### src/hdl/video_pkg.sv
package video_pkg;

    // Canvas is 29x13 tiles of 5x5 pixels
    localparam int CANVAS_W = 145;
    localparam int CANVAS_H = 65;
    localparam int FB_AW    = 14;   // Pixel address is row * CANVAS_W + column

    typedef logic [11:0] color_t;   // 4 bits each of R, G, B

    // Palette
    localparam color_t WALL_COLOR   = 12'h00f;
    localparam color_t FOOD_COLOR   = 12'hfff;
    localparam color_t BACK_COLOR   = 12'h000;
    localparam color_t PLAYER_COLOR = 12'hff0;

    // Player sprite, bit dy*5+dx set where the sprite covers the tile
    // LSB is the top left pixel
    //   row 0  .###.
    //   row 1  ####.
    //   row 2  ###..   mouth faces right
    //   row 3  ####.
    //   row 4  .###.
    localparam logic [24:0] PLAYER_SPRITE = 25'b01110_01111_00111_01111_01110;

endpackage

### src/hdl/pixel_streamer.sv
module pixel_streamer #(
    parameter int PIXEL_CREDITS = 4
) (
    input  logic                          clock,
    input  logic                          resetn,
    input  logic                          scan_go,
    input  logic                          pixel_credit,
    input  video_pkg::color_t             rd_color,
    output logic                          scan_done,
    output logic [video_pkg::FB_AW-1:0]   rd_addr,
    output logic                          pixel_valid,
    output video_pkg::color_t             pixel_color
);

    localparam int CW        = $clog2(PIXEL_CREDITS + 1);
    localparam int LAST_ADDR = video_pkg::CANVAS_W * video_pkg::CANVAS_H - 1;

    logic [CW-1:0]  credits;    // Pixels the sink can still take
    logic           active;
    logic           issue;
    logic           last_rd;

    assign issue   = active && (credits != '0);
    assign last_rd = (rd_addr == video_pkg::FB_AW'(LAST_ADDR));

    always_ff @(posedge clock) begin
        if (!resetn) begin
            credits     <= CW'(PIXEL_CREDITS);
            active      <= 1'b0;
            rd_addr     <= '0;
            pixel_valid <= 1'b0;
            scan_done   <= 1'b0;
        end else begin
            credits     <= credits - CW'(issue) + CW'(pixel_credit);  // Spend on read, refill on return
            pixel_valid <= issue;               // Frame buffer answers a cycle later
            scan_done   <= issue && last_rd;    // Same cycle as the last pixel
            if (scan_go)
                active <= 1'b1;
            else if (issue && last_rd)
                active <= 1'b0;
            if (issue)
                rd_addr <= last_rd ? '0 : rd_addr + 1'b1;
        end
    end

    assign pixel_color = rd_color;

endmodule

### config.mk
export PLATFORM = sky130hd
export DESIGN_NAME = pixel_streamer
export DESIGN_NICKNAME = d
export VERILOG_FILES = /design/src/hdl/video_pkg.sv /design/src/hdl/pixel_streamer.sv
export SDC_FILE = /design/constraint.sdc
export NUM_CORES = 1
export LEC_CHECK = 0
export BUFFER_PORTS_ARGS = -buffer_cell sky130_fd_sc_hd__buf_2
export CORE_MARGIN = 3
export CORE_UTILIZATION = 48
export CTS_BUF_LIST = sky130_fd_sc_hd__clkbuf_2 sky130_fd_sc_hd__clkbuf_4 sky130_fd_sc_hd__clkbuf_8
export CTS_CLUSTER_DIAMETER = 100
export DETAILED_ROUTE_END_ITERATION = 10
export GPL_TIMING_DRIVEN = 0
export PLACE_DENSITY_LB_ADDON = 0.3
export SYNTH_ARGS = -nofsm -noshare
export SYNTH_HDL_FRONTEND = slang
export SYNTH_SLANG_ARGS = --single-unit
### constraint.sdc
create_clock -name clock -period 2.95 [get_ports clock]
set_input_delay 0.1475 -clock clock [delete_from_list [all_inputs] [get_ports clock]]
set_output_delay 0.1475 -clock clock [all_outputs]
set_load 0.02 [all_outputs]
==> results.md <==
* Clk network pwr share at about a quarter
* Routed Antenna Nets at 0
* Commonest non-fill, non-tap cell in the layout: buf_2
* Total Wirelength at approximately 2200 microns
* Cell Chain, Critical Path: o31ai_2, inv_1, ha_1, inv_1, ha_1, fa_1, xnor2_1, xnor2_1, nand2_1
* Initial Util at 51.7%
* Total power at just over 0.6 mW
* Worst path slowest cell: o31ai_2
* DPL Wire Length at 1680 microns
* Hold path startpoint: scan_go
* Via count at 927
* Maxcap violations at 0
* Final Skew at 11.0 ps
* Core Region at approximately 2000 sq um
* Run status: complete, no violations
* First-pass GRT wire length at 3520 microns
* CP max stage delay at 500 ps
* Combinational Power Share at a little under a quarter
* Post-Layout Cell Count at about 180
* Crit Path Category: reg2reg
* Initial DRT Pass Iterations at 4
* Port bufs at 31
* Worst hold endpoint: active$_SDFFE_PN0P_
* Metal2 WL at between 1000 and 1500 microns
* RSZ-0062 raised after global routing: false
* Die height at around 52 microns
* Sequential fraction of the synthesis area at about two fifths
* Mean Syn Cell Area at 8.62 sq um
* Die Wd at 52.4 microns
* Largest net degree at the start of global routing at 12
* Tcrit/Tclk final at around 86%
* H-Tree Level Count at 1
* Vias in the first global route at approximately 800
* Syn-to-layout area delta at 22.2%
* Total die area at about 2700 sq um
* Initial DRC count at 17
* Nets at between 150 and 200
* Critical path arrival at approximately 2800 ps
* Largest area contributor in the netlist: dfxtp_1
* Final setup violation count at 0
* LEAKAGE at between 0.5 and 0.6 nW
* CP startpoint: credits[1]$_SDFF_PN0_
* Post-Syn Nets at about 140
* Int Pwr at 0.437 mW
* Worst r2r path cells at 9
* Clock transition at the registers of the reported paths at 120 ps
* Top sig layer: met4
* CTS tree: yes
* Net Switching at approximately 0.19 mW
* Hold Vio Cnt, Final at 0
* DRT met1 WL at 880 microns
* Routed len/inst at approximately 12 microns
* IO Pins at 44
* Skew-Pair Late Insertion Delay at between 300 and 400 ps
* Yosys cell types at 28
* PD cells at 492 nW/um^2
* Post-DR vias/cell at 5.09
* Yosys top cell area share at about two fifths
* Max Freq at 392 MHz
* Worst Path Required at roughly 3200 ps
* GRT overflow at 0
* Slew @ Worst Pin at a little under 1000 ps
* R2R Setup Slk at 400 ps
* Maximum vdd drop at around 470 uV
* Fin crit period at roughly 2500 ps
* Startpoint Class: register
* Initial antenna violation count at 0
* CTS Root Cell: clkbuf_4
* Cells after DPL at 178
* GPL Wtd Cong at between 0.8 and 0.9
* Syn. warnings at 0
* Clk sinks at 20
* Total CTS buffers at 3
* Clock Path Buffers at 2
* # fillers at roughly 180
* Final WS setup at roughly 400 ps
* CTS Hold Buffers Added at 0
* Detailed-routed wire length on met3 at about 180 microns
* TNS Setup at 0 ps
* Register bit total from synthesis at 20
* GRT Util Overall at roughly 18%
* Synth Cell Area at roughly 1000 sq um
* Largest cells by area after synthesis: dfxtp_1 (39%), buf_4 (8.7%), xnor2_1 (8.5%), nor2_1 (5.8%), ha_1 (4.8%)
* Max-slew headroom at between 30% and 40%
* Flop pwr share at 50.4%
* DRC Markers at 0
* Most frequent cells in the layout: buf_2 (31), dfxtp_1 (20), nor2_1 (16), inv_1 (12), buf_4 (12)
* FP Rows at 16
* Pre-CTS setup slack at between 100 and 150 ps
* Worst-path fanout max at 6
* Switching part of the total at between 20 and 30%
* Layout cell share with drive strength beyond 1 at 34.2%
* Hold path cells at 3
* R2R Path End: credits[2]$_SDFF_PN1_
* Ant. Diodes at 0
* Min-Delay Path Class: in2reg
* Final Max Tran Viols at 0
* Reg2reg start: credits[1]$_SDFF_PN0_
* Cells after synthesis at 120
* Kind of end point of the critical path: register
==> synth_stat cells <==
library cell  instances
xor2_1                1
nand3_1               4
buf_4                12
o21ai_2               1
or4_4                 1
a211oi_1              2
inv_1                12
o21ai_0               3
nand3b_1              1
a21oi_1               2
fa_1                  1
xnor2_1              10
buf_6                 1
nor2_1               16
nand4_1               3
dfxtp_1              20
nor4_1                2
a21o_1                1
or4b_4                1
a21boi_0              1
and2_1                3
ha_1                  4
or4b_1                1
nand2_1               8
nor3_1                6
o31ai_1               1
o311ai_1              1
and2b_2               1
==> repair_timing <==
item / in CTS / in global routing
resized for setup: 0 / 1
setup buffers: 0 / 0
hold endpoints to repair: 0 / 0
setup endpoints to repair: 0 / 1
==> cell families after synthesis <==
| family | Yosys count | share of synthesized area, % |
|---|---|---|
| AOI/OAI and AO/OA | 12 | 7.74 |
| xor gates and xnor gates | 11 | 9.31 |
| adders and majority gates | 5 | 6.77 |
| buffers and inverters | 25 | 14.1 |
| DFF | 20 | 38.7 |
| and+or+nand+nor | 47 | 23.3 |
==> layout make-up <==
type | count | area, sq um | area share (%)
multi-input cells | 75 | 493 | 39.0
flip-flops and latches | 20 | 400 | 31.7
repair buffers | 31 | 155 | 12.3
plain buffers | 13 | 101 | 8.01
inverters | 12 | 45.0 | 3.56
clock buffers | 4 | 36.3 | 2.87
well taps | 27 | 33.8 | 2.67
==> power groups by stage <==
stage / Combinational [mW] / Sequential [mW] / Clock [mW]
6_report: 0.146 / 0.314 / 0.163
5_1_grt: 0.164 / 0.319 / 0.174
4_1_cts: 0.147 / 0.312 / 0.167
3_5_place_dp: 0.144 / 0.318 / 0
3_3_place_gp: 0.135 / 0.317 / 0
2_1_floorplan: 0.106 / 0.320 / 0
==> metal layers <==
layer / vias up / GRT usage, %
met5: - / 0
met4: 0 / 8.94
met3: 9 / 6.84
met2: 41 / 27.7
met1: 422 / 21.3
li1: 455 / -
==> per-stage QoR <==
stage / instance area (sq um) / utilization (%) / hold WS (ps)
CTS: 1260 / 62.9 / 71.0
global placement: 1220 / 61.1 / 389
detailed placement: 1220 / 61.1 / 402
finish: 1260 / 63.2 / 73.1
floorplan: 1030 / - / 209
global route: 1260 / 63.2 / 77.9
==> critical path: cells and delay by family (launching register included) <==
family	cells	cell delay [ps]
adders and majority gates	3	900
AOI/OAI and AO/OA	1	500
DFF	1	360
xor gates and xnor gates	2	340
buffers and inverters	2	290
and+or+nand+nor	1	60
==> flip-flops by register name, indices dropped and copies added, names as in the netlist <==
signal	count
active	1
credits	3
pixel_valid	1
rd_addr	14
scan_done	1
==> worst max path at each step <==
| stage | cells past startpoint | to | slack (ps) |
|---|---|---|---|
| floorplan | 9 | credits[2]$_SDFF_PN1_ | 520 |
| global placement | 9 | credits[2]$_SDFF_PN1_ | 240 |
| detailed placement | 9 | credits[2]$_SDFF_PN1_ | 140 |
| CTS | 9 | credits[2]$_SDFF_PN1_ | 120 |
| global route | 9 | credits[2]$_SDFF_PN1_ | 270 |
| finish | 9 | credits[2]$_SDFF_PN1_ | 400 |
(Power assumes the default switching activity.)
