**src/hdl/game_pkg.sv**
```systemverilog
package game_pkg;

    // Maze grid, counted in tiles
    localparam int GRID_W  = 29;
    localparam int GRID_H  = 13;
    localparam int TILE_PX = 5;     // Tile edge in canvas pixels

    localparam int MAP_AW  = 9;     // Map address is row * GRID_W + column
    localparam int TILE_XW = 5;
    localparam int TILE_YW = 4;

    // Tile the player returns to on reset
    localparam int PLAYER_START_X = 1;
    localparam int PLAYER_START_Y = 1;

    // Requested move, sampled at the start of a frame
    typedef enum logic [2:0] {
        NONE  = 3'd0,
        UP    = 3'd1,
        LEFT  = 3'd2,
        DOWN  = 3'd3,
        RIGHT = 3'd4
    } direction_t;

    // Frame stages in running order
    typedef enum logic [2:0] {
        IDLE, MOVE, TILES, PLAYER, SCAN
    } stage_t;

endpackage

```
**src/hdl/video_pkg.sv**
```systemverilog
package video_pkg;

    // Canvas is 29x13 tiles of 5x5 pixels
    localparam int CANVAS_W = 145;
    localparam int CANVAS_H = 65;
    localparam int FB_AW    = 14;   // Pixel address is row * CANVAS_W + column

    typedef logic [11:0] color_t;   // 4 bits each of R, G, B

    // Palette
    localparam color_t WALL_COLOR   = 12'h00f;
    localparam color_t FOOD_COLOR   = 12'hfff;
    localparam color_t BACK_COLOR   = 12'h000;
    localparam color_t PLAYER_COLOR = 12'hff0;

    // Player sprite, bit dy*5+dx set where the sprite covers the tile
    // LSB is the top left pixel
    //   row 0  .###.
    //   row 1  ####.
    //   row 2  ###..   mouth faces right
    //   row 3  ####.
    //   row 4  .###.
    localparam logic [24:0] PLAYER_SPRITE = 25'b01110_01111_00111_01111_01110;

endpackage

```
**src/hdl/player_unit.sv**
```systemverilog
module player_unit (
    input  logic                          clock,
    input  logic                          resetn,
    input  game_pkg::direction_t          direction,
    input  logic                          move_go,
    input  logic                          player_go,
    input  logic                          map_wall,
    output logic                          move_done,
    output logic                          player_done,
    output logic [game_pkg::MAP_AW-1:0]   move_map_addr,
    output logic [game_pkg::TILE_XW-1:0]  player_x,
    output logic [game_pkg::TILE_YW-1:0]  player_y,
    output logic                          wr_en,
    output logic [video_pkg::FB_AW-1:0]   wr_addr,
    output video_pkg::color_t             wr_color
);

    // Move check: read issued on go, wall bit back, then apply
    typedef enum logic [1:0] {MV_IDLE, MV_WALL, MV_APPLY} move_state_t;

    move_state_t                    move_state;
    logic [game_pkg::TILE_XW-1:0]   next_x, target_x;
    logic [game_pkg::TILE_YW-1:0]   next_y, target_y;
    logic                           legal, target_ok, wall_q;
    logic                           spr_busy;
    logic [2:0]                     sx, sy;     // Sprite pixel offsets

    // Target tile, left at the player when the move leaves the grid
    always_comb begin
        next_x = player_x;
        next_y = player_y;
        legal  = 1'b0;
        case (direction)
            game_pkg::UP:    if (player_y != '0) begin
                next_y = player_y - 1'b1;
                legal  = 1'b1;
            end
            game_pkg::LEFT:  if (player_x != '0) begin
                next_x = player_x - 1'b1;
                legal  = 1'b1;
            end
            game_pkg::DOWN:  if (int'(player_y) < game_pkg::GRID_H - 1) begin
                next_y = player_y + 1'b1;
                legal  = 1'b1;
            end
            game_pkg::RIGHT: if (int'(player_x) < game_pkg::GRID_W - 1) begin
                next_x = player_x + 1'b1;
                legal  = 1'b1;
            end
            default: ;  // NONE stays put
        endcase
    end

    assign move_map_addr = game_pkg::MAP_AW'(int'(next_y) * game_pkg::GRID_W + int'(next_x));
    assign move_done     = (move_state == MV_APPLY);

    always_ff @(posedge clock) begin
        if (!resetn) begin
            move_state <= MV_IDLE;
            player_x   <= game_pkg::TILE_XW'(game_pkg::PLAYER_START_X);
            player_y   <= game_pkg::TILE_YW'(game_pkg::PLAYER_START_Y);
        end else begin
            case (move_state)
                MV_IDLE:  if (move_go) move_state <= MV_WALL;
                MV_WALL:  move_state <= MV_APPLY;
                MV_APPLY: begin
                    move_state <= MV_IDLE;
                    if (target_ok && !wall_q) begin   // Open tile inside the grid
                        player_x <= target_x;
                        player_y <= target_y;
                    end
                end
                default:  move_state <= MV_IDLE;
            endcase
        end
    end

    always_ff @(posedge clock) begin
        if (move_go) begin
            target_x  <= next_x;
            target_y  <= next_y;
            target_ok <= legal;
        end
        if (move_state == MV_WALL)
            wall_q <= map_wall;     // Map answer for the target tile
    end

    // Sprite pass, 25 slots with the write one cycle behind
    always_ff @(posedge clock) begin
        if (!resetn) begin
            spr_busy    <= 1'b0;
            sx          <= '0;
            sy          <= '0;
            wr_en       <= 1'b0;
            player_done <= 1'b0;
        end else begin
            wr_en       <= spr_busy && video_pkg::PLAYER_SPRITE[int'(sy) * 5 + int'(sx)];
            player_done <= spr_busy && (int'(sx) == game_pkg::TILE_PX - 1)
                           && (int'(sy) == game_pkg::TILE_PX - 1);
            if (player_go) begin
                spr_busy <= 1'b1;
            end else if (spr_busy) begin
                if (int'(sx) == game_pkg::TILE_PX - 1) begin
                    sx <= '0;
                    if (int'(sy) == game_pkg::TILE_PX - 1) begin
                        sy       <= '0;
                        spr_busy <= 1'b0;
                    end else begin
                        sy <= sy + 3'd1;
                    end
                end else begin
                    sx <= sx + 3'd1;
                end
            end
        end
    end

    always_ff @(posedge clock) begin
        wr_addr <= video_pkg::FB_AW'((int'(player_y) * game_pkg::TILE_PX + int'(sy))
                   * video_pkg::CANVAS_W + int'(player_x) * game_pkg::TILE_PX + int'(sx));
    end

    assign wr_color = video_pkg::PLAYER_COLOR;  // Masked pixels are simply not written

endmodule

```
**config.mk**
```make
export PLATFORM = sky130hd
export DESIGN_NAME = player_unit
export DESIGN_NICKNAME = d
export VERILOG_FILES = /design/src/hdl/game_pkg.sv /design/src/hdl/video_pkg.sv /design/src/hdl/player_unit.sv
export SDC_FILE = /design/constraint.sdc
export NUM_CORES = 1
export LEC_CHECK = 0
export BUFFER_PORTS_ARGS = -buffer_cell sky130_fd_sc_hd__buf_4
export CORE_MARGIN = 2
export CORE_UTILIZATION = 45
export CTS_BUF_LIST = sky130_fd_sc_hd__clkbuf_2 sky130_fd_sc_hd__clkbuf_4 sky130_fd_sc_hd__clkbuf_8
export DETAILED_ROUTE_END_ITERATION = 16
export GPL_ROUTABILITY_DRIVEN = 0
export PLACE_DENSITY_LB_ADDON = 0.12
export SYNTH_ARGS = -nofsm -noshare
export SYNTH_HDL_FRONTEND = slang
export SYNTH_SLANG_ARGS = --single-unit
```
**constraint.sdc**
```tcl
create_clock -name clock -period 4.35 [get_ports clock]
set_input_delay 0.435 -clock clock [delete_from_list [all_inputs] [get_ports clock]]
set_output_delay 0.435 -clock clock [all_outputs]
set_load 0.005 [all_outputs]
```
==> metrics.txt <==
outcome complete, but fails checks; failing checks negative setup slack; class of the worst hold path in2reg; Fill cells about 770; Final Max Slew Viols 0; Avg Cell Area, Syn a little under 10 sq um; post-layout minimum cycle time about 4.4 ns; Max Cap Viol 0; vias in the first global route approximately 3200; Total Routing Usage GR between 10% and 20%; TritonRoute pass-1 iters 4; multiplexer area fraction after synthesis 0.7583%; Die W about 100 um; Core Area between 0.008 and 0.009 sq mm; Final Hold Vio Count 0; register bit total from synthesis 45; clk buf depth 2; DR DRC count 0; largest family of logic cells by synthesized area adder cells; Hold Path Depth 1; post-layout instance area about 0.0052 sq mm; Clock Pin Slew Worst Setup and Hold Paths around 0.090 ns; Yosys cell types 50; ys flop type dfxtp_1; FF-to-FF path depth 16; Die ar. around 0.0099 sq mm; Int Pwr 0.0006646 W; Clk pwr share between 30 and 40%; slew margin rel. roughly 60%; Synth Area in XOR/XNOR under 10%; Via density 5.186; vias between 3000 and 4000; CTS Sinks 45; top routing layer used met4; Port Buffer Count 42; crit path capture type output pin; depth of the CTS H-tree 2; switch share roughly 28%; post-synthesis simple-gate area fraction a little under an eighth; Comb power frac a little over a fifth; # diodes 0; share of cells above drive strength 1 29.35%; I/O pin count 55; Compound-Gate Fraction of Synth Area between 10% and 20%; reg2reg start player_y[2]$_SDFFE_PN0P_; RSZ-0062 raised after global routing true; Num CTS Buffers 5; synth warn 0; setup slack, reg-to-reg 0 ns; Avg WL per Cell ~14 um; # rows 34; Reg power frac 48.8%; HP Start map_wall; WHS between 0.3 and 0.4 ns; DP Wirelength about 6500 um; CP Launch Type flop; Static Leak between 2 and 3 nW; pwr dens 176.6 mW/mm^2; area delta synth->final 27.12%; first-pass GRT wire length 14700 um; fmax roughly 230 MHz; metal3 WL between 200 and 250 um; initial core utilization 46.85%; Seq/Total Area, Yosys 24.51%; critical-path maximum fanout 4; part of the cycle the worst path needs 101.2%; Final Skew 0.006437 ns; largest net degree at the start of global routing 21; antenna violations before repair 0; maximum vdd drop 123.3 uV; EDFF count, synth 11; Die Span Y 99.75 um; wire length on met2 roughly 4500 um; Mapped Area 0.004125 sq mm; CP arrival 3.97 ns; cells after synthesis about 430; Hold-fix buffers, CTS 0; fin worst setup slack -0.05152 ns; final setup TNS -0.05421 ns; Synth Area in Adders 37.06%; final setup fails 2; clk_lat worst skew around 0.31 ns; grt total ovfl 0; root buffer cell clkbuf_8; Slew @ Worst Pin ~0.57 ns; DRT met1 WL ~4000 um; Net Switching 0.0002615 W; terminus of the critical flop-to-flop path wr_addr[12]$_DFF_P_; DP Area between 0.004 and 0.005 sq mm; worst endpoint required time a little under 4 ns; NumNets Final 630; final WL 8833 um; ys async rst share 0%; ANT nets after route 0; Final Util approximately three fifths; initial drt markers between 70 and 80; TritonCTS clock tree built; critical path type reg2out; end of the worst hold path wall_q$_DFFE_PN_
==> placed cells by master, fill, tap and decap left out, drive strengths merged, types with 11 or more instances in the layout <==
master  instances
o21ai          19
fa             17
edfxtp         11
conb           12
nor2           12
buf            85
xnor2          21
inv            47
a21oi          24
ha             95
dfxtp          34
nand2          36
==> cell type report <==
type	count	area [sq um]	share of cell area, %
Timing Repair Buffer	85	653.1	12.46
Tap cell	108	135.1	2.577
Sequential cell	45	1021	19.47
Clock buffer	5	68.82	1.312
Multi-Input combinational cell	328	3167	60.39
Clock inverter	3	25.02	0.4772
Inverter	45	173.9	3.317
==> cells by family after synthesis <==
family,count (synthesis)
adders and majority gates,112
AOI/OAI and AO/OA,85
buffers and inverters,64
DFF,45
and+or+nand+nor,89
xor gates and xnor gates,27
muxes,3
other,2
==> Yosys cell counts (2+ instances only) <==
cell      count  share of area (%)
ha_1         95                 29
inv_1        45                4.1
nand2_1      36                3.3
dfxtp_1      34                 16
a21oi_1      24                2.9
xnor2_1      21                4.5
o21ai_0      19                2.3
fa_1         17                8.3
buf_4        12                2.2
nor2_1       12                1.1
edfxtp_1     11                8.0
a21boi_0      9                1.6
a21o_1        8                1.5
nor2b_1       8                1.2
nand4_1       6               0.91
xor2_1        6                1.3
clkbuf_1      5               0.46
nand3_1       5               0.61
o21bai_1      5               0.91
o211ai_1      4               0.73
a211oi_1      3               0.55
nor3_1        3               0.36
a31oi_1       2               0.30
and2_1        2               0.30
and3_1        2               0.30
and3b_1       2               0.42
buf_2         2               0.24
conb_1        2               0.18
mux2i_1       2               0.49
nand2b_1      2               0.30
nor3b_2       2               0.61
o22ai_1       2               0.30
o41ai_1       2               0.42
==> metal layers <==
layer	vias to the layer above	track usage (%)
li1	1633	-
met1	1518	23.10
met2	48	32.48
met3	11	2.670
met4	0	4.742
met5	-	0
==> registers in the layout (all words and copies together) (netlist names) <==
| register | flops |
|---|---|
| move_state | 2 |
| sy | 3 |
| sx | 3 |
| target_x | 5 |
| wr_en | 1 |
| wall_q | 1 |
| spr_busy | 1 |
| target_y | 4 |
| wr_addr | 14 |
| player_x | 5 |
| player_y | 4 |
| target_ok | 1 |
| player_done | 1 |
==> what timing repair did <==
item / CTS / global route
setup buffers: 11 / 3
resized for setup: 37 / 34
pin swaps: 26 / 19
endpoints found under the setup margin: 7 / 9
==> metrics by stage <==
| stage | setup WS [ns] | cells | power, W |
|---|---|---|---|
| 6_report | -0.05152 | 619 | 0.0009261 |
| 5_1_grt | -0.2444 | 619 | 0.0009773 |
| 4_1_cts | -0.05307 | 617 | 0.0009274 |
| 3_5_place_dp | -0.08340 | 598 | 0.0006293 |
| 3_3_place_gp | -0.05371 | 598 | 0.0006270 |
| 2_1_floorplan | 0.02392 | 437 | 0.0005651 |
==> power groups by stage <==
stage	sequential (W)	clock (W)	combinational (W)
floorplan	0.000463	0	0.000102
global placement	0.000463	0	0.000164
detailed placement	0.000463	0	0.000166
CTS	0.000453	0.000289	0.000186
global route	0.000454	0.000305	0.000219
finish	0.000452	0.000279	0.000195
==> worst max-delay path by stage <==
stage	from	endpoint	slack, ns	depth (start not counted)
5_1_grt	player_y[0]$_SDFFE_PN1P_	move_map_addr[8]	-0.24	18
3_5_place_dp	player_y[0]$_SDFFE_PN1P_	wr_addr[12]$_DFF_P_	-0.08	15
4_1_cts	player_y[0]$_SDFFE_PN1P_	move_map_addr[8]	-0.05	16
6_report	player_y[0]$_SDFFE_PN1P_	move_map_addr[8]	-0.05	18
2_1_floorplan	direction[1]	move_map_addr[7]	0.02	14
3_3_place_gp	player_y[1]$_SDFFE_PN0P_	move_map_addr[8]	-0.05	17
==> critical path, cell delays in order, from the launching register on <==
cell     delay, ns
dfxtp_4       0.37
inv_4         0.07
ha_4          0.15
buf_6         0.10
nand2_2       0.05
o21ai_2       0.14
a21oi_2       0.07
a31oi_2       0.22
ha_1          0.28
fa_1          0.54
inv_2         0.05
fa_1          0.55
inv_2         0.05
ha_4          0.21
nand4_1       0.09
nand3_2       0.11
o41ai_2       0.35
xnor2_1       0.15
buf_4         0.12
Power figures use the tool's default switching activity.
