### src/hdl/game_pkg.sv
package game_pkg;

    // Maze grid, counted in tiles
    localparam int GRID_W  = 29;
    localparam int GRID_H  = 13;
    localparam int TILE_PX = 5;     // Tile edge in canvas pixels

    localparam int MAP_AW  = 9;     // Map address is row * GRID_W + column
    localparam int TILE_XW = 5;
    localparam int TILE_YW = 4;

    // Tile the player returns to on reset
    localparam int PLAYER_START_X = 1;
    localparam int PLAYER_START_Y = 1;

    // Requested move, sampled at the start of a frame
    typedef enum logic [2:0] {
        NONE  = 3'd0,
        UP    = 3'd1,
        LEFT  = 3'd2,
        DOWN  = 3'd3,
        RIGHT = 3'd4
    } direction_t;

    // Frame stages in running order
    typedef enum logic [2:0] {
        IDLE, MOVE, TILES, PLAYER, SCAN
    } stage_t;

endpackage

### src/hdl/frame_sequencer.sv
module frame_sequencer (
    input  logic                          clock,
    input  logic                          resetn,
    input  logic                          frame_start,
    input  logic                          move_done,
    input  logic                          tiles_done,
    input  logic                          player_done,
    input  logic                          scan_done,
    input  logic [game_pkg::MAP_AW-1:0]   move_map_addr,
    input  logic [game_pkg::MAP_AW-1:0]   tile_map_addr,
    output game_pkg::stage_t              stage,
    output logic                          move_go,
    output logic                          tiles_go,
    output logic                          player_go,
    output logic                          scan_go,
    output logic                          frame_busy,
    output logic [game_pkg::MAP_AW-1:0]   map_addr
);

    // Go pulses line up with the first cycle of their stage
    always_ff @(posedge clock) begin
        if (!resetn) begin
            stage     <= game_pkg::IDLE;
            move_go   <= 1'b0;
            tiles_go  <= 1'b0;
            player_go <= 1'b0;
            scan_go   <= 1'b0;
        end else begin
            move_go   <= 1'b0;  // Single cycle pulses
            tiles_go  <= 1'b0;
            player_go <= 1'b0;
            scan_go   <= 1'b0;
            case (stage)
                game_pkg::IDLE: if (frame_start) begin
                    stage   <= game_pkg::MOVE;
                    move_go <= 1'b1;
                end
                game_pkg::MOVE: if (move_done) begin
                    stage    <= game_pkg::TILES;
                    tiles_go <= 1'b1;
                end
                game_pkg::TILES: if (tiles_done) begin
                    stage     <= game_pkg::PLAYER;
                    player_go <= 1'b1;
                end
                game_pkg::PLAYER: if (player_done) begin
                    stage   <= game_pkg::SCAN;
                    scan_go <= 1'b1;
                end
                game_pkg::SCAN: if (scan_done) stage <= game_pkg::IDLE;  // Ends on last pixel
                default: stage <= game_pkg::IDLE;
            endcase
        end
    end

    assign frame_busy = (stage != game_pkg::IDLE);  // Starts ignored while high

    // Map port belongs to the tile pass, otherwise to the move check
    assign map_addr = (stage == game_pkg::TILES) ? tile_map_addr : move_map_addr;

endmodule

### config.mk
export PLATFORM = sky130hd
export DESIGN_NAME = frame_sequencer
export DESIGN_NICKNAME = d
export VERILOG_FILES = /design/src/hdl/game_pkg.sv /design/src/hdl/frame_sequencer.sv
export SDC_FILE = /design/constraint.sdc
export NUM_CORES = 1
export LEC_CHECK = 0
export CAP_MARGIN = 0
export CORE_AREA = 2 2 39 41
export DETAILED_ROUTE_END_ITERATION = 10
export DIE_AREA = 0 0 41 43
export DONT_BUFFER_PORTS = 1
export MAX_ROUTING_LAYER = met4
export PLACE_DENSITY = 0.54
export RECOVER_POWER = 100
export SYNTH_ARGS = -nofsm -noshare
export SYNTH_HDL_FRONTEND = slang
export SYNTH_SLANG_ARGS = --single-unit
### constraint.sdc
create_clock -name clock -period 1.6 [get_ports clock]
set_input_delay 0.08 -clock clock [delete_from_list [all_inputs] [get_ports clock]]
set_output_delay 0.08 -clock clock [all_outputs]
set_load 0.01 [all_outputs]
==> reports/results.txt, run 1 <==
Status - complete, no violations
Layout fillers - 136
Power share of the clock group - 35.9%
Cts bufs inserted - 3
Hold-critical path depth - 2
Maximum clock path buffer count - 2
Setup Viol. Count Final - 0
Via count - 354
Antenna violations before repair - 0
Fin crit period - 1490 ps
WP data required - 1790 ps
PwrDens - 879 nW/um^2
Post-synthesis cell area - 408 um^2
Area contributors post-synth - dfxtp_1 34%, mux2_2 28%, buf_4 3.7%, nand3b_1 3.7%, buf_6 2.8%
Count of pins over their slew limit - 0
Mapped Nets - 63
Final WL - 1.08 mm
Seq/Total Area, Yosys - 34.4%
Actual slew at the worst max-slew pin - 478 ps
Area Growth Syn to Fin - 23.6%
Switching power of the nets - 120 uW
# H-tree levels - 1
Synth async-reset ratio - 0%
Vias per cell - 5.53
Gate Count Post-Synth - 38
Synth warn - 0
Final Cell Area - 504 um^2
Worst-case reg-to-reg path depth - 4
Critical path arrival - 1680 ps
Top cell family by delay on the critical path - buffers and inverters
Cell taking the most area after synthesis - dfxtp_1
Root Driver - clkbuf_4
Int Power - 323 uW
Worst Hold Path EP - stage[0]
Slowest-stage cell, CP - dlygate4sd3_1
Min-delay src - resetn
Sw Ratio - 27.2%
ANT nets after route - 0
DR WL/cell - 16.9 um
Maximum number of pins on one net before global-route repair - 11
Drt pass-1 iters - 4
CP cell instances - nor3b_1 > buf_4 > and3_1 > dlygate4sd3_1
Core Box Area - 1380 um^2
Clock sink total - 7
Count of max-cap constraint violations - 0
IO buf count - 0
Synth Area per Inst - 10.7 um^2
Die area - 1760 um^2
DRC violations left - 0
Synth top area share - 34.4%
Reg clk slew, reported paths - 50 ps
Height of the die - 43 um
Seq pwr share - 42.8%
Most frequent cell after synthesis - mux2_2
RR Startpoint - stage[2]
Worst reg2reg endpoint - player_go
DR iter-0 viols - 7
Post-CTS Setup Bufs - 0
RSZ-0062 raised after global routing - no
Crit. End Element - flip-flop
Place WS - 383 ps
Leak - 0.000187 uW
First-pass GRT wire length - 1.60 mm
N_diodes - 0
Hold Path Class - in -> reg
Netlist cell types - 20
Vias in the first global route - 396
Final worst slack - 110 ps
FF-to-FF setup slack - 110 ps
Kind of start point of the critical path - flip-flop
CTS tree - built
Worst Path Buf+Inv - 2
Final net count - 74
Main synth FF type - dfxtp_1
Die X-Extent - 41 um
IO Pins - 42
Layout cells sized above 1 - 18.8%
Fin. Hold Viols - 0
Post-synth EDFFs - 0
Period utilization - 93.1%
RePlAce Congestion - 0.835
GRT Overall Usage - 14.1%
Max-slew headroom - 68.1%
Skew final - 3.14 ps
Slowest stage delay, CP - 530 ps
Commonest cells in the netlist - 10 x mux2_2, 7 x dfxtp_1, 2 x buf_4, 2 x nand3b_1, 2 x nor2_1
Fmax - 671 MHz
Worst skew pair latency - 250 ps
Gr ovfl total - 0
Initial Util - 29.5%
DP Wirelength - 887 um
FF+latch count, synth - 7
DP Area - 424 um^2
Worst VDD drop - 0.000308 V
Worst Setup Path Type - reg -> reg
Setup total negative slack - 0 ps
Comb power frac - 21.3%
Core Rows - 14
CP max FO - 10
final cells by class:
| class | count | area, um^2 | share of cell area, % |
|---|---|---|---|
| clock buffers | 4 | 26.3 | 5.21 |
| multi-input cells | 28 | 241 | 47.9 |
| flip-flops and latches | 7 | 141 | 28.0 |
| well taps | 16 | 20.0 | 3.97 |
| repair buffers | 9 | 75.1 | 14.9 |
cells in the final DEF, fill, tap and decap left out:
master	synthesis	layout
nand2b_1	1	1
a21bo_2	1	1
mux2_2	10	2
nand4b_1	1	1
dfxtp_2	0	1
or3b_2	1	1
o22ai_1	1	1
mux2i_1	1	1
dlygate4sd3_1	0	6
nor2_1	2	2
nor4b_1	1	1
a21boi_0	0	1
or3_1	1	1
clkbuf_4	0	3
or4b_1	1	1
a21oi_1	1	1
dfxtp_1	7	6
nor3b_1	1	1
buf_4	2	1
mux2_1	0	8
nand3b_1	2	2
and3_1	1	1
nand3_1	1	1
clkbuf_1	0	3
cell families after synthesis:
logic type	count (synthesis)	share of synthesized area, %
multiplexers	11	30.1
AND/OR/NAND/NOR	13	22.1
flip-flops	7	34.4
AO/OA/AOI/OAI	4	7.06
buffers and inverters	3	6.44
state kept, by name, summed over array words and instances (netlist names):
signal	flops
player_go	1
scan_go	1
tiles_go	1
stage	3
move_go	1
worst max-delay path by stage:
stage	cells past startpoint	endpoint	slack, ps	from
6_report	4	player_go	110	stage[2]
5_1_grt	4	player_go	40	stage[2]
4_1_cts	4	player_go	40	stage[2]
3_5_place_dp	3	map_addr[0]	380	stage[2]
3_3_place_gp	3	map_addr[1]	390	stage[2]
2_1_floorplan	4	map_addr[0]	280	stage[1]
metal layers:
layer	vias up	GRT usage [%]	share of wire, %	routed length [um]
li1	161	-	-	-
met1	155	10.9	32	344
met2	38	26.9	55	594
met3	0	5.76	13	144
met4	0	4.00	0	0
met5	-	-	0	0
power by group through the flow:
stage	Sequential, uW	Clock [uW]	Combinational (uW)
floorplan	196	0	81.9
global placement	194	0	91.7
detailed placement	194	0	92.8
CTS	190	163	104
global route	191	170	101
finish	190	159	94.3
metrics by stage:
| stage | util, % | std cells | power (uW) | hold WS, ps |
|---|---|---|---|---|
| 2_1_floorplan | - | 38 | 278 | 219 |
| 3_3_place_gp | 30.7 | 54 | 285 | 222 |
| 3_5_place_dp | 30.7 | 54 | 287 | 236 |
| 4_1_cts | 36.9 | 64 | 457 | 5.89 |
| 5_1_grt | 36.4 | 64 | 462 | 25.6 |
| 6_report | 36.4 | 64 | 443 | 11.0 |
what timing repair did:
action,4_1_cts,5_1_grt
hold buffers,6,0
endpoints found under the setup margin,0,1
resized for setup,0,1
hold endpoints to repair,5,0
worst reg2reg max path: cells and delay by family (launching register included):
family	cells	cell delay, ps
simple gates	2	340
flops	1	360
buf+inv	2	740
No activity file was read; power rests on OpenSTA's default activity.
==> run 2: changes to the inputs <==
GPL_TIMING_DRIVEN = 0   (was default)
==> reports/results.txt, run 2 (synthesis gave the netlist of run 1 again) <==
Status - complete, no violations
Die area - 1760 um^2 (unchanged)
Count of max-cap constraint violations - 0 (unchanged)
Clock sink total - 7 (unchanged)
Area Growth Syn to Fin - 36.2%
GRT Overall Usage - 15.5% (+1.4 points)
Vias per cell - 5.32 (-3.9%)
DRC violations left - 0 (unchanged)
Maximum number of pins on one net before global-route repair - 11 (unchanged)
First-pass GRT wire length - 1.73 mm (+7.8%)
Largest Register - stage
Core Box Area - 1380 um^2 (unchanged)
Final WL - 1.17 mm (+7.7%)
Worst Setup Path Type - reg -> out
Final hold slack - 12.7 ps (+1.74 ps)
Max-slew headroom - 78.0% (+9.8 points)
CTS tree - built
Vias in the first global route - 398 (+0.51%)
IO Pins - 42 (unchanged)
Hold-critical path depth - 2 (unchanged)
Antenna violations before repair - 0 (unchanged)
Via count - 351 (-0.85%)
RePlAce Congestion - 0.820 (-1.7%)
Most common cell after layout, fill and taps aside - mux2_2
Fmax - 649 MHz (-3.4%)
Crit. End Element - output pin
Commonest cells after routing, fill and taps aside - 10 x mux2_2, 5 x dlygate4sd3_1, 5 x dfxtp_1
Leak - 0.000211 uW (+13%)
DR WL/cell - 17.7 um (+4.4%)
Skew final - 2.36 ps (-0.777 ps)
RSZ-0062 raised after global routing - yes
Height of the die - 43 um (unchanged)
Core Rows - 14 (unchanged)
IO buf count - 0 (unchanged)
Actual slew at the worst max-slew pin - 330 ps (-148 ps)
CP cell instances - buf_6 > nor3b_4 > buf_6 > mux2_2
Fin. Hold Viols - 0 (unchanged)
Layout cells sized above 1 - 50.0% (+31 points)
Slowest-stage cell, CP - mux2_2
Die X-Extent - 41 um (unchanged)
Gr ovfl total - 0 (unchanged)
Root Driver - clkbuf_4
Period utilization - 96.4% (+3.2 points)
Worst-case reg-to-reg path depth - 4 (unchanged)
Final net count - 76 (+2.7%)
Fin crit period - 1540 ps (+51.8 ps)
Worst path depth - 4 (unchanged)
Maximum clock path buffer count - 2 (unchanged)
N_diodes - 0 (unchanged)
Worst Path Buf+Inv - 2 (unchanged)
Critical path arrival - 1460 ps (-220 ps)
Worst VDD drop - 0.000251 V (-19%)
Slowest stage delay, CP - 360 ps (-170 ps)
Kind of start point of the critical path - flip-flop
CP max FO - 10 (unchanged)
Top cell family by delay on the critical path - multiplexers
PwrDens - 854 nW/um^2 (-2.8%)
Count of pins over their slew limit - 0 (unchanged)
Drt pass-1 iters - 4 (unchanged)
Reg clk slew, reported paths - 60 ps (about the same)
Worst skew pair latency - 250 ps (about the same)
Initial Util - 29.5% (unchanged)
ANT nets after route - 0 (unchanged)
Cts bufs inserted - 3 (unchanged)
Setup total negative slack - 0 ps (unchanged)
# H-tree levels - 1 (unchanged)
Most frequent CP cell - buf_6
Hold Path Class - in -> reg
DR iter-0 viols - 6 (-1)
WP data required - 1520 ps (-270 ps)
Setup Viol. Count Final - 0 (unchanged)
Layout fillers - 133 (-2.2%)
Max reg flops - 3 (unchanged)
[run 2: cell count changes in the layout (fill, tap and decap cells not counted), sizes merged]
cell	change
buf	+5
clkbuf	-3
clkinv	+1
dlygate4sd3	-1
[run 2: worst paths after layout]
| check | from | end | slack, ps |
|---|---|---|---|
| setup / recovery | stage[0] | map_addr[5] | 60 |
| hold / removal | player_done | stage[2] | 10 |
| setup reg to reg | stage[1] | stage[2] | 270 |
| hold reg to reg | stage[1] | move_go | 560 |
[run 2: repair_timing]
action	4_1_cts	5_1_grt
hold endpoints to repair	5	0
resized for setup	6	4
hold buffers	5	0
endpoints found under the setup margin	9	9
setup buffers	0	2
cloned	1	0
pin swaps	0	1
[run 2: power by group]
group	switching [uW]	internal [uW]	total (uW)
logic	52.2	66.0	118
registers	10.1	184	194
clock network	70.7	91.6	162
[run 2: cell type report]
cell class / count / area, um^2 / share of cell area, %
clock inverters: 1 / 5.00 / 0.901
flip-flops and latches: 7 / 145 / 26.1
multi-input cells: 28 / 253 / 45.5
clock buffers: 3 / 22.5 / 4.05
plain buffers: 3 / 33.8 / 6.08
repair buffers: 8 / 76.3 / 13.7
well taps: 16 / 20.0 / 3.60
[run 2: layer usage]
metal	global-route usage, %	vias to the layer above	share of wire (%)
li1	-	164	-
met1	13.1	149	31
met2	28.1	38	58
met3	2.62	0	11
met4	10.0	0	0
met5	-	-	0
[run 2: metrics by stage]
step	area [um^2]	cells	setup slack (ps)	util (%)	power, uW
4_1_cts	529	64	7.29	38.2	474
3_3_place_gp	428	54	209	30.9	287
5_1_grt	556	66	1.19	40.1	501
6_report	556	66	58.2	40.1	474
3_5_place_dp	428	54	206	30.9	288
2_1_floorplan	408	38	280	-	278
