[src/hdl/game_pkg.sv]
package game_pkg;

    // Maze grid, counted in tiles
    localparam int GRID_W  = 29;
    localparam int GRID_H  = 13;
    localparam int TILE_PX = 5;     // Tile edge in canvas pixels

    localparam int MAP_AW  = 9;     // Map address is row * GRID_W + column
    localparam int TILE_XW = 5;
    localparam int TILE_YW = 4;

    // Tile the player returns to on reset
    localparam int PLAYER_START_X = 1;
    localparam int PLAYER_START_Y = 1;

    // Requested move, sampled at the start of a frame
    typedef enum logic [2:0] {
        NONE  = 3'd0,
        UP    = 3'd1,
        LEFT  = 3'd2,
        DOWN  = 3'd3,
        RIGHT = 3'd4
    } direction_t;

    // Frame stages in running order
    typedef enum logic [2:0] {
        IDLE, MOVE, TILES, PLAYER, SCAN
    } stage_t;

endpackage

[src/hdl/video_pkg.sv]
package video_pkg;

    // Canvas is 29x13 tiles of 5x5 pixels
    localparam int CANVAS_W = 145;
    localparam int CANVAS_H = 65;
    localparam int FB_AW    = 14;   // Pixel address is row * CANVAS_W + column

    typedef logic [11:0] color_t;   // 4 bits each of R, G, B

    // Palette
    localparam color_t WALL_COLOR   = 12'h00f;
    localparam color_t FOOD_COLOR   = 12'hfff;
    localparam color_t BACK_COLOR   = 12'h000;
    localparam color_t PLAYER_COLOR = 12'hff0;

    // Player sprite, bit dy*5+dx set where the sprite covers the tile
    // LSB is the top left pixel
    //   row 0  .###.
    //   row 1  ####.
    //   row 2  ###..   mouth faces right
    //   row 3  ####.
    //   row 4  .###.
    localparam logic [24:0] PLAYER_SPRITE = 25'b01110_01111_00111_01111_01110;

endpackage

[src/hdl/tile_renderer.sv]
module tile_renderer (
    input  logic                          clock,
    input  logic                          resetn,
    input  logic                          tiles_go,
    input  logic                          map_wall,
    input  logic                          map_food,
    output logic                          tiles_done,
    output logic [game_pkg::MAP_AW-1:0]   tile_map_addr,
    output logic                          wr_en,
    output logic [video_pkg::FB_AW-1:0]   wr_addr,
    output video_pkg::color_t             wr_color
);

    logic                           busy;
    logic [2:0]                     dx, dy;     // Offsets inside the tile
    logic [game_pkg::TILE_XW-1:0]   tx;         // Tile column
    logic [game_pkg::TILE_YW-1:0]   ty;         // Tile row
    logic [video_pkg::FB_AW-1:0]    pix_addr;   // Raster pixel address
    logic                           last_pixel;
    logic                           centre_q;

    // Raster walk: dx fastest, then tile column, then dy, then tile row
    assign last_pixel = (int'(dx) == game_pkg::TILE_PX - 1) && (int'(tx) == game_pkg::GRID_W - 1)
                     && (int'(dy) == game_pkg::TILE_PX - 1) && (int'(ty) == game_pkg::GRID_H - 1);

    assign tile_map_addr = game_pkg::MAP_AW'(int'(ty) * game_pkg::GRID_W + int'(tx));

    always_ff @(posedge clock) begin
        if (!resetn) begin
            busy       <= 1'b0;
            dx         <= '0;
            dy         <= '0;
            tx         <= '0;
            ty         <= '0;
            pix_addr   <= '0;
            wr_en      <= 1'b0;
            tiles_done <= 1'b0;
        end else begin
            wr_en      <= busy;                 // Write trails the map read by a cycle
            tiles_done <= busy && last_pixel;   // Together with the last write
            if (tiles_go) begin
                busy <= 1'b1;
            end else if (busy) begin
                pix_addr <= last_pixel ? '0 : pix_addr + 1'b1;
                if (int'(dx) == game_pkg::TILE_PX - 1) begin
                    dx <= '0;
                    if (int'(tx) == game_pkg::GRID_W - 1) begin
                        tx <= '0;
                        if (int'(dy) == game_pkg::TILE_PX - 1) begin
                            dy <= '0;
                            if (int'(ty) == game_pkg::GRID_H - 1) begin
                                ty   <= '0;
                                busy <= 1'b0;  // Whole canvas covered
                            end else begin
                                ty <= ty + 1'b1;
                            end
                        end else begin
                            dy <= dy + 3'd1;
                        end
                    end else begin
                        tx <= tx + 1'b1;
                    end
                end else begin
                    dx <= dx + 3'd1;
                end
            end
        end
    end

    // Address and dot position wait one cycle for the map data
    always_ff @(posedge clock) begin
        wr_addr  <= pix_addr;
        centre_q <= (int'(dx) == game_pkg::TILE_PX / 2) && (int'(dy) == game_pkg::TILE_PX / 2);
    end

    always_comb begin
        if (map_wall)
            wr_color = video_pkg::WALL_COLOR;
        else if (map_food && centre_q)
            wr_color = video_pkg::FOOD_COLOR;   // Dot at tile centre
        else
            wr_color = video_pkg::BACK_COLOR;
    end

endmodule

[config.mk]
export PLATFORM = sky130hd
export DESIGN_NAME = tile_renderer
export DESIGN_NICKNAME = d
export VERILOG_FILES = /design/src/hdl/game_pkg.sv /design/src/hdl/video_pkg.sv /design/src/hdl/tile_renderer.sv
export SDC_FILE = /design/constraint.sdc
export NUM_CORES = 1
export LEC_CHECK = 0
export BUFFER_PORTS_ARGS = -buffer_cell sky130_fd_sc_hd__buf_2
export CAP_MARGIN = 30
export CORE_ASPECT_RATIO = 1.4
export CORE_MARGIN = 1
export CORE_UTILIZATION = 55
export CTS_CLUSTER_DIAMETER = 200
export DETAILED_ROUTE_END_ITERATION = 7
export PLACE_DENSITY_LB_ADDON = 0.1
export SLEW_MARGIN = 20
export SYNTH_ARGS = -nofsm -noshare
export SYNTH_HDL_FRONTEND = slang
export SYNTH_SLANG_ARGS = --single-unit
[constraint.sdc]
create_clock -name clock -period 3.6 [get_ports clock]
set_clock_uncertainty 0.15 [all_clocks]
set_input_delay 0.54 -clock clock [delete_from_list [all_inputs] [get_ports clock]]
set_output_delay 0.54 -clock clock [all_outputs]
set_load 0.01 [all_outputs]
==> flow_metrics.py, run 1 <==
metrics = {
    "status": {
        "status": "finished, violations left",
        "violations": "negative setup slack",
    },
    "sta": {
        "fin_crit_ns": 3.75,
        "hold_violations": 0,
        "rsz0062_at_grt": "true",
        "finalSetupViolations": 3,
        "max_slew_margin_pct": 51.0,
        "fmax_mhz": 267,
        "worst_slack_ns": -0.147,
        "tightestPinTransition_ns": 0.733,
        "final_max_slew_viol_count": 0,
        "post-route-period-util_pct": 104,
    },
    "clock_network": {
        "cts_sinks": 47,
        "cts_tree": "yes",
        "clkLatencyLatePin_ns": 0.30,
        "cts_root_buf": "clkbuf_8",
        "clock_path_buffers": 2,
        "postCtsHoldBufs": 0,
        "h-tree-depth": 2,
        "clk_pin_slew_ns": 0.08,
        "cts_buffers": 5,
    },
    "setup_path": {
        "critPathKind": "flip-flop to output port",
        "end_kind": "output port",
        "timing.rr.end": "ty[0]",
        "start_kind": "flip-flop",
        "cp.required_ns": 2.91,
        "reg2reg_depth": 4,
        "timing.rr.start": "busy",
        "critPathArrivalTime_ns": 3.06,
        "worstPathMaxFanout": 4,
        "r2r_slack_ns": 1.62,
    },
    "route": {
        "drt_iter0_drc": 83,
        "wirelength_um": 4450,
        "drtPass1Iterations": 4,
        "route.vias.total": 1860,
        "ant_nets": 0,
        "wire_per_inst_um": 12.3,
        "drc": 0,
        "routed_via_density": 5.12,
    },
    "min_path": {
        "hold_path_class": "flip-flop to flip-flop",
        "hold_depth": 0,
        "hold_end": "wr_addr[13]",
        "min_from": "pix_addr[13]",
    },
    "synth": {
        "async_reset_ff_share_pct": 0,
        "postSynthAreaPerCell_um2": 9.72,
        "synth_nets": 304,
        "synth_ff_type": "dfxtp_1",
        "yosysWarnings": 0,
        "yosys.area.top_type": "dfxtp_1",
        "synth_area_leaders": "dfxtp_1 (37%), ha_1 (16%), xnor2_1 (5.9%)",
        "synth_edf_count": 0,
        "synth_cells": 261,
        "synth-seq-cells": 47,
        "synthesis.area_um2": 2540,
        "yosys.area.top_type_share_pct": 37.1,
        "synth_cell_types": 41,
        "yosysSeqAreaShare_pct": 37.1,
    },
    "global_route": {
        "grt_pass1_vias": 1752,
        "globalRouteOverflowTotal": 0,
        "grt_antenna_before_repair": 0,
        "grt_usage_pct": 20.6,
        "grt_pass1_wl_um": 7580,
        "grt_start_max_net_pins": 17,
    },
    "power_and_ir_drop": {
        "p_switching_uw": 192,
        "power_uw": 1010,
        "ir_worst_vdd_mv": 0.252,
        "switching_share_pct": 19.0,
        "leakage_uw": 0.00138,
        "power.internal_uw": 814,
        "power_density_nw_per_um2": 337,
        "p_clk_share_pct": 44.5,
        "p_comb_share_pct": 3.0,
        "seq_power_share_pct": 52.6,
    },
    "cells_and_area": {
        "finalCoreUtilization_pct": 69.3,
        "nNetsFinal": 345,
        "seqCellArea_um2": 942,
        "final_cell_mix": "dfxtp_1 (46), buf_2 (41), nor2_1 (29), ha_1 (26), nand2_1 (18)",
        "fillCellCount": 358,
        "synthToLayoutAreaGrowth_pct": 17.7,
        "diodes": 0,
        "postLayoutCellArea_um2": 2990,
        "multi_input_area_um2": 1510,
        "mostFrequentLayoutCell": "dfxtp_1",
        "layout-drive-gt1-share_pct": 22.1,
    },
    "placed_design": {
        "numPortBuffers": 41,
        "pre_cts_slack_ns": 0.0815,
        "gp_congestion": 0.746,
        "placed_area_um2": 2750,
        "dp_hpwl_um": 3260,
    },
    "job": {
        "drv_cap": 0,
    },
    "floorplanning": {
        "dieHeight_um": 82.4,
        "core-area_um2": 4310,
        "die_area_um2": 4890,
        "ios": 42,
        "start_util_pct": 58.9,
        "row_count": 28,
        "die_x_um": 59.4,
    },
}
## worst max-delay path: stages, from the launching register on
cell      delay, ns
dfxtp_2        0.34
ha_1           0.30
fa_1           0.51
fa_1           0.46
ha_4           0.30
nand3_1        0.07
o211ai_1       0.28
buf_4          0.17
nor2_1         0.05
xnor2_1        0.13
buf_2          0.15
## synth_stat cells (2+ instances only)
master and number:
a21boi_0 4, nand4_1 8, nand2b_1 4, fa_1 6
nand3_1 7, mux2i_1 2, and4_1 2, or4_1 2
nor4_1 4, o21ai_0 3, xor2_1 8, ha_1 32
xnor2_1 17, and2_1 2, nor3_1 5, nor2_1 29
inv_1 16, a21oi_1 7, nand2_1 18, o211ai_1 2
buf_4 12, dfxtp_1 47, nor2b_1 6
## cells by family (layout without fill, tap and decap cells)
family                   after synthesis  after routing  share of synthesized area, %
AO/OA/AOI/OAI                         23             23                          6.31
XOR/XNOR                              25             25                          8.63
adder cells (fa/ha/maj)               38             38                          20.5
buffers and inverters                 30             72                          6.51
flip-flops                            47             47                          37.1
multiplexers                           2              2                         0.789
AND/OR/NAND/NOR                       96             96                          20.2
## layout make-up
| cell class | instances | share of cell area, % |
|---|---|---|
| timing repair buffer | 48 | 8.76 |
| tap | 60 | 2.51 |
| sequential | 47 | 31.6 |
| clock inverter | 2 | 2.01 |
| clock buffer | 6 | 2.43 |
| inverter | 16 | 2.01 |
| multi-input combinational | 184 | 50.7 |
## metal layers
layer | GRT usage [%] | part of all wire, %
met5 | 0 | 0
met4 | 7.86 | 1.8
met3 | 3.89 | 3.1
met2 | 38.4 | 55
met1 | 22.4 | 41
## timing repair
item	4_1_cts	5_1_grt
resized for setup	9	1
setup endpoints to repair	4	3
pin swaps	6	1
setup buffers	2	0
## power groups by stage
stage               Sequential, uW  Combinational [uW]  Clock [uW]
CTS                            529                30.3         457
global route                   530                33.7         481
finish                         529                29.8         447
detailed placement             541                30.2           0
floorplan                      541                22.8           0
global placement               541                30.0           0
## through the flow
stage	cells	TNS, ns	hold slack [ns]
6_report	363	-0.313	0.231
5_1_grt	363	-0.562	0.234
4_1_cts	363	-0.270	0.231
3_5_place_dp	353	0	0.220
3_3_place_gp	353	0	0.203
2_1_floorplan	261	0	0.200
## worst max path at each step
stage | from | end
4_1_cts | ty[1] | tile_map_addr[8]
2_1_floorplan | ty[2] | tile_map_addr[8]
3_3_place_gp | ty[1] | tile_map_addr[8]
5_1_grt | ty[1] | tile_map_addr[6]
6_report | ty[1] | tile_map_addr[6]
3_5_place_dp | ty[1] | tile_map_addr[8]
## sequential cells by signal (all words and copies together), names as in the netlist
register	count
busy	1
wr_en	1
tiles_done	1
tx	5
ty	4
centre_q	1
dx	3
pix_addr	14
dy	3
wr_addr	14
Power figures use the tool's default switching activity.
==> inputs of run 2 (changes only) <==
--- a/config.mk
+++ b/config.mk
@@ -14,3 +14,3 @@
 export DETAILED_ROUTE_END_ITERATION = 7
-export PLACE_DENSITY_LB_ADDON = 0.1
+export PLACE_DENSITY = 0.86
 export SLEW_MARGIN = 20
==> constraint.sdc (replaced) <==
create_clock -name clock -period 3.6 [get_ports clock]
set_clock_uncertainty 0.15 [all_clocks]
set_input_delay 0.36 -clock clock [delete_from_list [all_inputs] [get_ports clock]]
set_output_delay 0.36 -clock clock [all_outputs]
set_load 0.01 [all_outputs]
==> run 2 against run 1 <==
Maximum frequency increased by 6.8%. Final cell count decreased by 1.1%. Highest routed layer unchanged. Sequential share of layout area increased by 0.88 points. Register-to-register slack about the same. Final area decreased by 2.6%. Clock power decreased by 15%. Clock-buffer cell count decreased by 1. The flow now finishes without violations. Largest power group unchanged. Sequential cell count unchanged. Utilization decreased by 1.8 points.
==> flow_metrics.py, run 2 (synthesis gave the netlist of run 1 again) <==
metrics = {
    "status": {
        "status": "finished, final reports clean",
    },
    "setup_path": {
        "critPathKind": "flip-flop to output port",
        "critPathArrivalTime_ns": 3.00,
        "critPathBufInv": 1,
        "cp_slowest_cell": "fa_1",
        "cp.required_ns": 3.09,
        "start_kind": "flip-flop",
        "cp_common_cell": "fa_1",
        "worstPathMaxFanout": 4,
        "critPathTopFamily": "adder cells",
        "slowest_delay_ns": 0.51,
        "end_kind": "output port",
        "path_cells": "ha_1 -> fa_1 -> fa_1 -> ha_4 -> a21oi_1 -> or4_1 -> nand4_1 -> buf_2",
    },
    "sta": {
        "post-route-period-util_pct": 97.4,
        "fin_crit_ns": 3.51,
        "hold_violations": 0,
        "tns_ns": 0,
        "fmax_mhz": 285,
        "finalSetupViolations": 0,
        "max_slew_margin_pct": 52.3,
        "hold_ws_ns": 0.223,
        "final_max_slew_viol_count": 0,
        "tightestPinTransition_ns": 0.715,
    },
    "clock_network": {
        "clkLatencyLatePin_ns": 0.30,
        "cts_tree": "yes",
        "cts_sinks": 47,
        "cts_root_buf": "clkbuf_8",
        "clk_pin_slew_ns": 0.08,
        "h-tree-depth": 2,
        "clock_path_buffers": 2,
        "cts_buffers": 5,
    },
    "floorplanning": {
        "die_area_um2": 4890,
        "dieHeight_um": 82.4,
        "start_util_pct": 58.9,
        "core-area_um2": 4310,
        "ios": 42,
        "die_x_um": 59.4,
        "row_count": 28,
    },
    "cells_and_area": {
        "synthToLayoutAreaGrowth_pct": 14.6,
        "final_cell_mix": "dfxtp_1 (45), buf_2 (41), nor2_1 (29), ha_1 (28), nand2_1 (18)",
        "diodes": 0,
        "nNetsFinal": 341,
        "layout-drive-gt1-share_pct": 21.1,
        "mostFrequentLayoutCell": "dfxtp_1",
        "postLayoutCellArea_um2": 2910,
        "reg.largest.list": "pix_addr (14), wr_addr (14), tx (5)",
        "fin_cells": 359,
    },
    "route": {
        "wire_per_inst_um": 12.5,
        "route.vias.total": 1872,
        "wirelength_um": 4490,
        "routed_via_density": 5.21,
        "ant_nets": 0,
        "drt_iter0_drc": 35,
        "drtPass1Iterations": 4,
        "drc": 0,
    },
    "placed_design": {
        "numPortBuffers": 41,
        "gp_congestion": 0.765,
        "dp_hpwl_um": 3330,
        "placed_area_um2": 2730,
        "place_inst": 350,
    },
    "power_and_ir_drop": {
        "ir_worst_vdd_mv": 0.237,
        "leakage_uw": 0.00136,
        "power_uw": 939,
        "power_density_nw_per_um2": 323,
    },
    "global_route": {
        "grt_pass1_vias": 1770,
        "globalRouteOverflowTotal": 0,
        "grt_start_max_net_pins": 17,
        "grt_antenna_before_repair": 0,
        "grt_usage_pct": 20.6,
        "grt_pass1_wl_um": 7580,
    },
    "job": {
        "drv_cap": 0,
    },
    "min_path": {
        "hold_path_class": "flip-flop to flip-flop",
    },
}
==> run 2: cell count changes in the layout (fill, tap and decap cells not counted) <==
cell and change:
buf_6 -1, ha_4 -2, clkinv_2 +1, ha_1 +2, dfxtp_2 +1, bufinv_16 -1
dfxtp_1 -1, clkbuf_1 -1, clkinv_4 +1, buf_4 -3
==> run 2: power by group <==
group | total (uW) | switching [uW] | internal (uW) | leakage (uW)
sequential | 529 | 4.75 | 524 | 0.000380
clock | 380 | 174 | 207 | 0.0000581
combinational | 30.1 | 17.5 | 12.6 | 0.000916
==> run 2: final timing paths <==
path | end | depth (start not counted) | from | slack [ns]
max reg2reg | ty[2] | 6 | tx[0] | 1.62
min | wr_addr[13] | 0 | pix_addr[13] | 0.22
max | tile_map_addr[7] | 8 | ty[1] | 0.09
min reg2reg | wr_addr[13] | 0 | pix_addr[13] | 0.22
==> run 2: stage by stage <==
step,util (%),setup WS [ns]
2_1_floorplan,-,0.391
3_3_place_gp,63.3,0.276
3_5_place_dp,63.3,0.248
4_1_cts,66.1,0.000148
5_1_grt,67.5,-0.0108
6_report,67.5,0.0927
==> run 2: timing repair <==
item | in CTS | in global routing
setup buffers | 0 | 1
hold buffers | 0 | 0
gates resized for setup | 3 | 4
endpoints found under the setup margin | 2 | 3
pin swaps | 0 | 3
==> run 2: cell type report <==
| class | count | area, um^2 |
|---|---|---|
| clock buffers | 5 | 68.8 |
| multi-input cells | 184 | 1490 |
| flip-flops and latches | 47 | 943 |
| well taps | 60 | 75.1 |
| repair buffers | 44 | 228 |
| inverters | 16 | 60.1 |
| fillers | 348 | 1400 |
| clock inverters | 3 | 43.8 |
==> run 2: metal layers <==
metal | vias to the layer above | global-route usage (%) | part of all wire, %
li1 | 947 | - | -
met1 | 876 | 22.4 | 39
met2 | 43 | 38.0 | 56
met3 | 6 | 3.58 | 3.1
met4 | 0 | 9.52 | 1.9
met5 | - | 0 | 0
==> inputs of run 3 (changes only) <==
- CORE_MARGIN: 1 -> 2
- CTS_CLUSTER_SIZE: default -> 16
- SETUP_SLACK_MARGIN: default -> 0.1
==> run 3 against run 2 <==
Non-clock buffer count grew 1. Sequential cell count unchanged. Die area grew 5.9%. Final cell count up 0.84%. Worst setup slack better by 0.047 ns. Global-route usage fell by 1.6 points. Maximum frequency is 1.3% higher. Clock power rose by 17%. Critical path depth increased by 1. First-iteration DRC count up 110%. Largest cell class unchanged. Clock-buffer cell count stayed put. Sequential power about the same.
==> flow_metrics.py, run 3 (synthesis gave the netlist of run 1 again) <==
metrics = {
    "global_route": {
        "grt_pass1_vias": 1829,
        "globalRouteOverflowTotal": 0,
        "use_met1_pct": 21.9,
        "top_usage_layer": "met2",
        "grt_usage_pct": 19.0,
        "grt_antenna_before_repair": 0,
        "grt_use_met2_pct": 33.9,
        "grt_pass1_wl_um": 7730,
        "use_met3_pct": 2.93,
        "grt_start_max_net_pins": 17,
    },
    "setup_path": {
        "cp.required_ns": 3.09,
        "cp_common_cell": "ha_4",
        "path_cells": "buf_4 -> fa_1 -> ha_1 -> ha_4 -> ha_4 -> inv_1 -> or4_1 -> nand4_1 -> buf_2",
        "critPathBufInv": 3,
        "end_kind": "output port",
        "cp_slowest_cell": "or4_1",
        "start_kind": "flip-flop",
        "critPathArrivalTime_ns": 2.95,
        "critPathTopFamily": "adder cells",
        "worstPathMaxFanout": 5,
        "critPathKind": "flip-flop to output port",
        "slowest_delay_ns": 0.49,
    },
    "floorplanning": {
        "core-area_um2": 4500,
        "start_util_pct": 56.4,
        "ios": 42,
        "row_count": 29,
        "dieHeight_um": 84.4,
        "die_x_um": 61.4,
        "die_area_um2": 5180,
    },
    "sta": {
        "hold_ws_ns": 0.224,
        "fin_crit_ns": 3.46,
        "rsz0062_at_grt": "true",
        "finalSetupViolations": 0,
        "fmax_mhz": 289,
        "post-route-period-util_pct": 96.1,
        "tightestPinTransition_ns": 0.723,
        "hold_violations": 0,
        "max_slew_margin_pct": 51.7,
        "final_max_slew_viol_count": 0,
        "tns_ns": 0,
    },
    "cells_and_area": {
        "final_cell_mix": "dfxtp_1 (44), buf_2 (41), nor2_1 (29), ha_1 (26), nand2_1 (18)",
        "nNetsFinal": 342,
        "layout-drive-gt1-share_pct": 23.0,
        "seqCellArea_um2": 950,
        "reg.largest.list": "pix_addr (14), wr_addr (14), tx (5)",
        "multi_input_area_um2": 1510,
        "synthToLayoutAreaGrowth_pct": 17.1,
        "fillCellCount": 373,
        "diodes": 0,
        "fin_cells": 362,
        "mostFrequentLayoutCell": "dfxtp_1",
    },
    "clock_network": {
        "cts_tree": "yes",
        "cts_buffers": 5,
        "cts_sinks": 47,
        "cts_root_buf": "clkbuf_8",
        "clkLatencyLatePin_ns": 0.29,
        "postCtsHoldBufs": 0,
        "clk_pin_slew_ns": 0.08,
        "clock_path_buffers": 2,
        "h-tree-depth": 2,
    },
    "placed_design": {
        "numPortBuffers": 41,
        "place_inst": 353,
        "dp_hpwl_um": 3310,
        "gp_congestion": 0.821,
    },
    "route": {
        "ant_nets": 0,
        "drc": 0,
        "wire_per_inst_um": 11.9,
        "route.vias.total": 1862,
        "drtPass1Iterations": 4,
        "wirelength_um": 4310,
        "drt_iter0_drc": 75,
        "routed_via_density": 5.14,
    },
    "power_and_ir_drop": {
        "ir_worst_vdd_mv": 0.201,
        "power_density_nw_per_um2": 337,
        "leakage_uw": 0.00136,
    },
    "status": {
        "status": "finished, final reports clean",
    },
    "job": {
        "drv_cap": 0,
    },
    "min_path": {
        "hold_path_class": "flip-flop to flip-flop",
    },
}
[run 3: cell type report]
class	instances	share of cell area, %
clock buffers	5	2.32
clock inverters	3	2.27
inverters	16	2.02
multi-input cells	184	50.9
flip-flops and latches	47	32.0
well taps	62	2.61
repair buffers	45	7.92
[run 3: power breakdown]
part	switching, uW	internal, uW
Clock	169	277
Sequential	4.66	523
Combinational	17.3	12.6
Total	191	812
[run 3: worst paths after layout]
check | from | to | slack, ns | depth (start not counted)
min | pix_addr[13] | wr_addr[13] | 0.22 | 0
max | ty[1] | tile_map_addr[7] | 0.14 | 9
max reg2reg | busy | ty[1] | 1.60 | 4
min reg2reg | pix_addr[13] | wr_addr[13] | 0.22 | 0
[run 3: worst reg2reg max path, cell delays in order (launching register included)]
cell,delay (ns)
dfxtp_1,0.46
nor2b_1,0.63
and3_1,0.34
mux2i_1,0.21
nor2b_1,0.09
[run 3: metal layers]
layer	wire, um	vias to the layer above
met3	161	5
met5	0	-
met1	1690	863
li1	-	949
met2	2390	45
met4	72	0
[run 3: metrics by stage]
step	cell area (um^2)	setup slack (ns)	total power [uW]	utilization, %
floorplan	2540	0.391	564	-
global placement	2740	0.287	570	60.8
detailed placement	2740	0.229	571	60.8
CTS	2910	0.102	1010	64.7
global route	2970	0.0655	1040	66.0
finish	2970	0.139	1000	66.0
[run 3: timing repair]
item / 4_1_cts / 5_1_grt
buffers inserted: 0 / 1
gates resized for setup: 5 / 9
setup endpoints to repair: 3 / 3
pin swaps: 3 / 4
